--- src/source/lsu_pkg.sv ---
package lsu_pkg;

// Word and address geometry
localparam int DATA_W     = 32;
localparam int DATA_BYTES = 4;
localparam int ADDR_W     = 8;   // 64 words of byte address space
localparam int MEM_WORDS  = 64;
localparam int FIFO_DEPTH = 4;
localparam int TAG_W      = 5;   // Destination register tag

localparam int OFFS_W     = $clog2(DATA_BYTES);
localparam int IDX_W      = ADDR_W - OFFS_W;
localparam int FIFO_PTR_W = $clog2(FIFO_DEPTH);
localparam int FIFO_CNT_W = $clog2(FIFO_DEPTH + 1);

localparam logic [FIFO_CNT_W-1:0] FIFO_FULL = FIFO_CNT_W'(FIFO_DEPTH);
localparam logic [FIFO_PTR_W-1:0] FIFO_LAST = FIFO_PTR_W'(FIFO_DEPTH - 1);

// Lane masks before shifting by the byte offset
localparam logic [DATA_BYTES-1:0] MASK_BYTE = DATA_BYTES'(1);
localparam logic [DATA_BYTES-1:0] MASK_HALF = DATA_BYTES'(3);
localparam logic [DATA_BYTES-1:0] MASK_WORD = '1;

typedef enum logic [3:0] {
    OP_NOP,
    OP_LB,
    OP_LH,
    OP_LW,
    OP_LBU,
    OP_LHU,
    OP_SB,
    OP_SH,
    OP_SW
} mem_op_e;

// Decoded micro-op as it arrives from issue
typedef struct packed {
    mem_op_e             op;
    logic [ADDR_W-1:0]   addr;
    logic [DATA_W-1:0]   store_data;
    logic [TAG_W-1:0]    tag;
} lsu_uop_t;

typedef struct packed {
    mem_op_e                 op;
    logic [IDX_W-1:0]        word_idx;
    logic [OFFS_W-1:0]       offset;
    logic [DATA_BYTES-1:0]   byte_mask;
    logic [DATA_W-1:0]       wdata;     // Already moved into its byte lanes
    logic [TAG_W-1:0]        tag;
} mem_req_t;

typedef struct packed {
    logic [DATA_W-1:0]   data;
    logic [TAG_W-1:0]    tag;
} load_resp_t;

endpackage
--- src/source/lsu_top.sv ---
`timescale 1ns/1ps

module lsu_top (
    input  logic                 clk_i,
    input  logic                 arst_n_i,

    input  lsu_pkg::lsu_uop_t    uop_i,
    input  logic                 uop_valid_i,
    output logic                 uop_ready_o,

    output lsu_pkg::load_resp_t  resp_o,
    output logic                 resp_valid_o,
    input  logic                 resp_ready_i,

    output logic                 misalign_o
);

// Former to queue
lsu_pkg::mem_req_t   formed_req;
logic                formed_valid;
logic                queue_ready;

// Queue to memory
lsu_pkg::mem_req_t   queued_req;
logic                queued_valid;
logic                mem_ready;

lsu_request_former u_former (
    .clk_i        (clk_i),
    .arst_n_i     (arst_n_i),
    .uop_i        (uop_i),
    .uop_valid_i  (uop_valid_i),
    .uop_ready_o  (uop_ready_o),
    .req_o        (formed_req),
    .req_valid_o  (formed_valid),
    .req_ready_i  (queue_ready),
    .misalign_o   (misalign_o)
);

lsu_request_fifo u_fifo (
    .clk_i        (clk_i),
    .arst_n_i     (arst_n_i),
    .in_i         (formed_req),
    .in_valid_i   (formed_valid),
    .in_ready_o   (queue_ready),
    .out_o        (queued_req),
    .out_valid_o  (queued_valid),
    .out_ready_i  (mem_ready)
);

// Held response back-pressures through queue to uop_ready_o
lsu_data_memory u_memory (
    .clk_i        (clk_i),
    .arst_n_i     (arst_n_i),
    .req_i        (queued_req),
    .req_valid_i  (queued_valid),
    .req_ready_o  (mem_ready),
    .resp_o       (resp_o),
    .resp_valid_o (resp_valid_o),
    .resp_ready_i (resp_ready_i)
);

endmodule

--- src/source/lsu_data_memory.sv ---
`timescale 1ns/1ps

module lsu_data_memory (
    input  logic                 clk_i,
    input  logic                 arst_n_i,

    input  lsu_pkg::mem_req_t    req_i,
    input  logic                 req_valid_i,
    output logic                 req_ready_o,

    output lsu_pkg::load_resp_t  resp_o,
    output logic                 resp_valid_o,
    input  logic                 resp_ready_i
);

logic [lsu_pkg::DATA_W-1:0]   mem_q [lsu_pkg::MEM_WORDS];
logic [lsu_pkg::DATA_W-1:0]   rd_word;
logic                         req_accept;
logic                         is_load;
logic                         is_store;
lsu_pkg::load_resp_t          resp_d;
lsu_pkg::load_resp_t          resp_q;
logic                         resp_valid_q;

// Picks the addressed lanes and extends them to a full word
function automatic logic [lsu_pkg::DATA_W-1:0] extend_load(
    input lsu_pkg::mem_op_e              op,
    input logic [lsu_pkg::DATA_W-1:0]    word,
    input logic [lsu_pkg::OFFS_W-1:0]    offset
);
    logic [lsu_pkg::DATA_W-1:0] lanes;
    logic [lsu_pkg::DATA_W-1:0] result;
    lanes = word >> {offset, 3'b000};
    case (op)
        lsu_pkg::OP_LB:  result = {{(lsu_pkg::DATA_W-8){lanes[7]}}, lanes[7:0]};
        lsu_pkg::OP_LBU: result = {{(lsu_pkg::DATA_W-8){1'b0}}, lanes[7:0]};
        lsu_pkg::OP_LH:  result = {{(lsu_pkg::DATA_W-16){lanes[15]}}, lanes[15:0]};
        lsu_pkg::OP_LHU: result = {{(lsu_pkg::DATA_W-16){1'b0}}, lanes[15:0]};
        default:         result = word;      // LW, offset is zero
    endcase
    return result;
endfunction

always_comb begin
    is_load  = 1'b0;
    is_store = 1'b0;
    case (req_i.op)
        lsu_pkg::OP_LB, lsu_pkg::OP_LH, lsu_pkg::OP_LW,
        lsu_pkg::OP_LBU, lsu_pkg::OP_LHU: is_load  = 1'b1;
        lsu_pkg::OP_SB, lsu_pkg::OP_SH,
        lsu_pkg::OP_SW:                   is_store = 1'b1;
        default: ;
    endcase
end

// Stalls only while a load result is held downstream
assign req_ready_o = !resp_valid_q || resp_ready_i;
assign req_accept  = req_valid_i && req_ready_o;

assign rd_word     = mem_q[req_i.word_idx];
assign resp_d.data = extend_load(req_i.op, rd_word, req_i.offset);
assign resp_d.tag  = req_i.tag;

// Storage array, zero after reset
always_ff @(posedge clk_i or negedge arst_n_i) begin
    if (!arst_n_i) begin
        for (int w = 0; w < lsu_pkg::MEM_WORDS; w++) begin
            mem_q[w] <= '0;
        end
    end else if (req_accept && is_store) begin
        for (int b = 0; b < lsu_pkg::DATA_BYTES; b++) begin
            if (req_i.byte_mask[b]) begin
                mem_q[req_i.word_idx][b*8 +: 8] <= req_i.wdata[b*8 +: 8];
            end
        end
    end
end

always_ff @(posedge clk_i or negedge arst_n_i) begin
    if (!arst_n_i) begin
        resp_valid_q <= 1'b0;
    end else begin
        if (resp_valid_q && resp_ready_i) begin
            resp_valid_q <= 1'b0;
        end
        if (req_accept && is_load) begin
            resp_valid_q <= 1'b1;            // Stores give no response
        end
    end
end

always_ff @(posedge clk_i) begin
    if (req_accept && is_load) begin
        resp_q <= resp_d;
    end
end

assign resp_o       = resp_q;
assign resp_valid_o = resp_valid_q;

endmodule

--- src/source/lsu_request_fifo.sv ---
`timescale 1ns/1ps

module lsu_request_fifo (
    input  logic                 clk_i,
    input  logic                 arst_n_i,

    input  lsu_pkg::mem_req_t    in_i,
    input  logic                 in_valid_i,
    output logic                 in_ready_o,

    output lsu_pkg::mem_req_t    out_o,
    output logic                 out_valid_o,
    input  logic                 out_ready_i
);

lsu_pkg::mem_req_t                 entries_q [lsu_pkg::FIFO_DEPTH];
logic [lsu_pkg::FIFO_PTR_W-1:0]    wr_ptr_q;
logic [lsu_pkg::FIFO_PTR_W-1:0]    rd_ptr_q;
logic [lsu_pkg::FIFO_CNT_W-1:0]    count_q;
logic                              push;
logic                              pop;

assign in_ready_o  = (count_q != lsu_pkg::FIFO_FULL);
assign out_valid_o = (count_q != '0);

assign push = in_valid_i && in_ready_o;
assign pop  = out_valid_o && out_ready_i;

// Head entry is visible the cycle after it is written
assign out_o = entries_q[rd_ptr_q];

always_ff @(posedge clk_i or negedge arst_n_i) begin
    if (!arst_n_i) begin
        wr_ptr_q <= '0;
        rd_ptr_q <= '0;
        count_q  <= '0;
    end else begin
        if (push) begin
            wr_ptr_q <= (wr_ptr_q == lsu_pkg::FIFO_LAST) ? '0 : wr_ptr_q + 1'b1;
        end
        if (pop) begin
            rd_ptr_q <= (rd_ptr_q == lsu_pkg::FIFO_LAST) ? '0 : rd_ptr_q + 1'b1;
        end
        case ({push, pop})
            2'b10:   count_q <= count_q + 1'b1;
            2'b01:   count_q <= count_q - 1'b1;
            default: count_q <= count_q;     // Both or neither
        endcase
    end
end

always_ff @(posedge clk_i) begin
    if (push) begin
        entries_q[wr_ptr_q] <= in_i;
    end
end

endmodule

--- src/source/lsu_request_former.sv ---
`timescale 1ns/1ps

module lsu_request_former (
    input  logic                 clk_i,
    input  logic                 arst_n_i,

    input  lsu_pkg::lsu_uop_t    uop_i,
    input  logic                 uop_valid_i,
    output logic                 uop_ready_o,

    output lsu_pkg::mem_req_t    req_o,
    output logic                 req_valid_o,
    input  logic                 req_ready_i,

    output logic                 misalign_o
);

logic [lsu_pkg::OFFS_W-1:0]      offset;
logic                            is_byte;
logic                            is_half;
logic                            is_word;
logic                            is_store;
logic                            misaligned;
logic                            uop_accept;
logic [lsu_pkg::DATA_BYTES-1:0]  byte_mask;
logic [lsu_pkg::DATA_W-1:0]      lane_data;
lsu_pkg::mem_req_t               req_d;
lsu_pkg::mem_req_t               req_q;
logic                            req_valid_q;
logic                            misalign_q;

assign offset = uop_i.addr[lsu_pkg::OFFS_W-1:0];

// Access size and direction from the opcode
always_comb begin
    is_byte  = 1'b0;
    is_half  = 1'b0;
    is_word  = 1'b0;
    is_store = 1'b0;
    case (uop_i.op)
        lsu_pkg::OP_LB, lsu_pkg::OP_LBU: is_byte = 1'b1;
        lsu_pkg::OP_LH, lsu_pkg::OP_LHU: is_half = 1'b1;
        lsu_pkg::OP_LW:                  is_word = 1'b1;
        lsu_pkg::OP_SB: begin
            is_byte  = 1'b1;
            is_store = 1'b1;
        end
        lsu_pkg::OP_SH: begin
            is_half  = 1'b1;
            is_store = 1'b1;
        end
        lsu_pkg::OP_SW: begin
            is_word  = 1'b1;
            is_store = 1'b1;
        end
        default: ;                       // NOP carries no access
    endcase
end

// Halfwords need an even address, words need offset zero
assign misaligned = (is_half && offset[0]) || (is_word && (offset != '0));

always_comb begin
    byte_mask = '0;
    if (is_byte) begin
        byte_mask = lsu_pkg::MASK_BYTE << offset;
    end else if (is_half) begin
        byte_mask = lsu_pkg::MASK_HALF << offset;
    end else if (is_word) begin
        byte_mask = lsu_pkg::MASK_WORD;
    end
end

// Eight bits per offset byte
assign lane_data = is_store ? (uop_i.store_data << {offset, 3'b000}) : '0;

assign req_d.op        = uop_i.op;
assign req_d.word_idx  = uop_i.addr[lsu_pkg::ADDR_W-1:lsu_pkg::OFFS_W];
assign req_d.offset    = offset;
assign req_d.byte_mask = byte_mask;
assign req_d.wdata     = lane_data;
assign req_d.tag       = uop_i.tag;

assign uop_ready_o = !req_valid_q || req_ready_i;
assign uop_accept  = uop_valid_i && uop_ready_o;

always_ff @(posedge clk_i or negedge arst_n_i) begin
    if (!arst_n_i) begin
        req_valid_q <= 1'b0;
        misalign_q  <= 1'b0;
    end else begin
        if (req_valid_q && req_ready_i) begin
            req_valid_q <= 1'b0;
        end
        if (uop_accept && !misaligned && (is_byte || is_half || is_word)) begin
            req_valid_q <= 1'b1;
        end
        misalign_q <= uop_accept && misaligned;  // Dropped, pulse only
    end
end

always_ff @(posedge clk_i) begin
    if (uop_accept) begin
        req_q <= req_d;
    end
end

assign req_o       = req_q;
assign req_valid_o = req_valid_q;
assign misalign_o  = misalign_q;

endmodule

--- config.mk ---
export PLATFORM = sky130hd
export DESIGN_NAME = lsu_top
export DESIGN_NICKNAME = d
export VERILOG_FILES = /design/src/source/lsu_pkg.sv /design/src/source/lsu_top.sv /design/src/source/lsu_data_memory.sv /design/src/source/lsu_request_fifo.sv /design/src/source/lsu_request_former.sv
export SDC_FILE = /design/constraint.sdc
export NUM_CORES = 2
export LEC_CHECK = 0
export BUFFER_PORTS_ARGS = -buffer_cell sky130_fd_sc_hd__buf_4
export CORE_ASPECT_RATIO = 1.25
export CORE_UTILIZATION = 40
export CTS_BUF_LIST = sky130_fd_sc_hd__clkbuf_2 sky130_fd_sc_hd__clkbuf_4 sky130_fd_sc_hd__clkbuf_8
export DETAILED_ROUTE_END_ITERATION = 10
export PLACE_DENSITY_LB_ADDON = 0.15
export REMOVE_ABC_BUFFERS = 1
export SLEW_MARGIN = 10
export SYNTH_ARGS = -nofsm -noshare
export SYNTH_HDL_FRONTEND = slang
export SYNTH_SLANG_ARGS = --single-unit
--- constraint.sdc ---
create_clock -name clk_i -period 10.15 [get_ports clk_i]
set_clock_uncertainty 0.1 [all_clocks]
set_input_delay 1.015 -clock clk_i [delete_from_list [all_inputs] [get_ports clk_i]]
set_output_delay 1.015 -clock clk_i [all_outputs]
set_load 0.01 [all_outputs]
==> results.toml <==
[clocking]
cts_max_path_buffers = 4
cts.sinks = 2360
post_cts_buffers = 0
path_clk_slew_ns = 0.07
h-tree-depth = 5
numCtsBuffers = 382
insertion_delay_ns = 1.09
clock-root-buffer = "clkbuf_8"
cts_tree = "yes"

[die]
fp.dieW_um = 452.3
num_io_pins = 93
fp.coreArea_um2 = 252100
chipHeight_um = 564.9
num_rows = 206
start_util = 0.4022
die_area_um2 = 255500

[route]
vias_per_cell = 6.045
detailroute.wirelength.met3_um = 34410
drc = 0
detail_route.first_pass.iterations = 6
routedWlPerCell_um = 31.44
routed-wl-met2_um = 185200
num_vias = 79720
routed_wl_um = 414700
ant_nets = 0
wl_met1_um = 161100
highest_layer = "met5"
drtIter0Drc = 8972

[power_and_ir_drop]
sw_frac_of_total = 0.4510
pwr-share-comb = 0.427
power.internal_w = 0.02264
power_frac_seq = 0.360
clkPwrFrac = 0.213
finalPower_w = 0.04124
p_leak_nw = 49.52
p_per_area_nw_per_um2 = 364.0
p_sw_w = 0.01860
vdd_drop_max_mv = 0.2671

[setup_path]
crit_path_max_fanout = 48
crit_type = "reg -> reg"
required_ns = 10.94
start_kind = "flip-flop"
end_kind = "flip-flop"
crit_arrival_ns = 7.61

[synthesis]
synth.avg_cell_area_um2 = 10.49
muxShareOfSynthArea = 0.08280
synth_edf_count = 302
synth_area_um2 = 101400
synth_top_family_by_area = "compound AO/OA/AOI/OAI gates"
ys.flop_type = "dfrtp_1"
seq_area_frac_synth = 0.5974
synth_adder_area_share = 0.001432
netlist_instances = 9668
synthArstFlopShare = 0.8720
synth_warnings = 0
synth_xor_area_frac = 0.0003456
synth_seq_cells = 2360
ys_types = 101
synthSimpleGateAreaFrac = 0.1123
synth-compound-area-share = 0.1714

[status]
status = "finished, final reports clean"

[global_route]
grt.overflow.total = 0
antenna_found_initial = 39
grt_pass1_vias = 77760
grt_pass1_wl_um = 588500
grt_max_degree = 175
grt_usage = 0.3211

[layout]
final_area_um2 = 113300
layout_commonest_cell = "nand2_1"
final_cell_mix = "2126 x nand2_1, 2056 x dfrtp_1, 1690 x o21ai_0, 576 x mux2_2, 574 x o22ai_1"
area.growth.synth_to_final_pct = 11.76
drive_above_1_share = 0.1760
fin_nets = 9617

[placement]
gp_congestion = 0.9321
placed_area_um2 = 105200
dp_hpwl_um = 257100
port_buffers = 92

[timing]
worstMarginPinSlew_ns = 1.293
finalCritPeriodShare = 0.6727
fmax_mhz = 146.5
setup_viol = 0
relSlewSlack = 0.1368
rsz0062_at_grt = "no"
hold_viol_final = 0
period_minus_slack_ns = 6.828
finalMaxSlewViolations = 0
setup_tns_ns = 0
holdWs_ns = 0.07022

[worst_hold_path]
hold_path_class = "in -> reg"

[job]
max_cap_violations = 0
[Yosys cell counts (all sizes together) (13+ instances only)]
master,n,area (µm²)
nor3,66,330.3
o211ai,18,135.1
a221oi,15,131.4
o22a,51,446.7
o221ai,105,919.6
mux2,582,6554
a21oi,109,545.5
nand2,2132,8005
nand3,47,240.2
a21o,20,150.1
mux2i,143,1431
and2,15,93.84
o21ai,1727,8647
nor4,48,312.8
mux4,18,409.2
or3,13,86.33
buf,261,1490
o31ai,19,142.6
nor2,375,1633
nor2b,21,131.4
o22ai,574,3591
dfrtp,2058,51500
a31oi,76,475.5
a22oi,20,150.1
o21a,39,292.8
inv,14,52.55
a32oi,21,183.9
a211oi,56,420.4
clkbuf,515,1934
edfxtp,302,9069
[layout make-up]
| cell class | instances | area (µm²) |
|---|---|---|
| fillers | 23900 | 138800 |
| clock inverters | 87 | 688.2 |
| inverters | 14 | 52.55 |
| clock buffers | 589 | 7318 |
| repair buffers | 277 | 2390 |
| multi-input cells | 6518 | 38080 |
| flip-flops and latches | 2360 | 60580 |
| well taps | 3328 | 4164 |
| diodes | 15 | 37.54 |
[worst max-delay path, cell delays in order (launching register included)]
cell,delay (ns)
dfrtp_4,0.90
mux4_4,1.11
buf_4,0.52
nand2b_2,0.83
buf_4,0.52
o221ai_1,0.20
a221o_1,0.47
a211oi_1,0.24
o21ai_0,0.34
nor2_1,0.34
a211oi_1,0.16
o21ai_2,0.59
o21bai_1,0.20
[registers in the layout, indices dropped and copies added (netlist names)]
signal and cells:
u_memory.resp_valid_o 1, u_fifo.count_q 3, u_fifo.rd_ptr_q 2, u_memory.resp_o 37, u_former.req_valid_o 1, u_former.misalign_o 1
u_fifo.wr_ptr_q 2, u_memory.mem_q 2048, u_fifo.entries_q 212, u_former.req_o 53
[routing by layer]
metal / global-route usage / up-vias
met3: 0.06659 / 1130
met5: 0 / -
met4: 0.2330 / 22
met1: 0.4043 / 40420
li1: - / 34210
met2: 0.4911 / 3935
[final timing paths]
check | start | end | slack, ns | cells past startpoint
worst min register to register | u_memory.mem_q[1068] | u_memory.mem_q[1068] | 0.37 | 2
worst min-delay path | uop_i[4] | u_former.req_o[4] | 0.07 | 1
min in group asynchronous | arst_n_i | u_memory.mem_q[340] | 0.52 | 2
max in group asynchronous | arst_n_i | u_memory.mem_q[125] | 6.89 | 4
worst max-delay path | u_fifo.rd_ptr_q[1] | u_memory.resp_o[26] | 3.32 | 12
worst max register to register | u_fifo.rd_ptr_q[1] | u_memory.resp_o[26] | 3.32 | 12
[power groups by stage]
stage	Sequential, W	Combinational, W	Clock (W)
after CTS	0.0148	0.0172	0.00888
after global placement	0.0148	0.0169	0
after detailed placement	0.0149	0.0171	0
after global routing	0.0151	0.0183	0.00929
final	0.0148	0.0176	0.00878
after floorplan	0.0143	0.00884	0
[repair_timing]
item / in CTS / in global routing
hold buffers: 3 / 0
resized for setup: 0 / 0
endpoints found under the hold margin: 139 / 0
[cell families after synthesis]
group                      after synthesis
AOI/OAI and AO/OA                     2973
and+or+nand+nor                       2787
DFF                                   2360
buffers and inverters                  790
muxes                                  743
adders and majority gates               11
xor gates and xnor gates                 4
[stage by stage]
step / worst slack, ns / std cells / utilization
2_1_floorplan: -1.857 / 8892 / -
5_1_grt: 3.330 / 13180 / 0.4494
3_5_place_dp: 3.554 / 12490 / 0.4174
3_3_place_gp: 3.186 / 12490 / 0.4173
4_1_cts: 3.473 / 13170 / 0.4493
6_report: 3.322 / 13190 / 0.4495
Note: power is estimated with default switching activity, not from simulation.
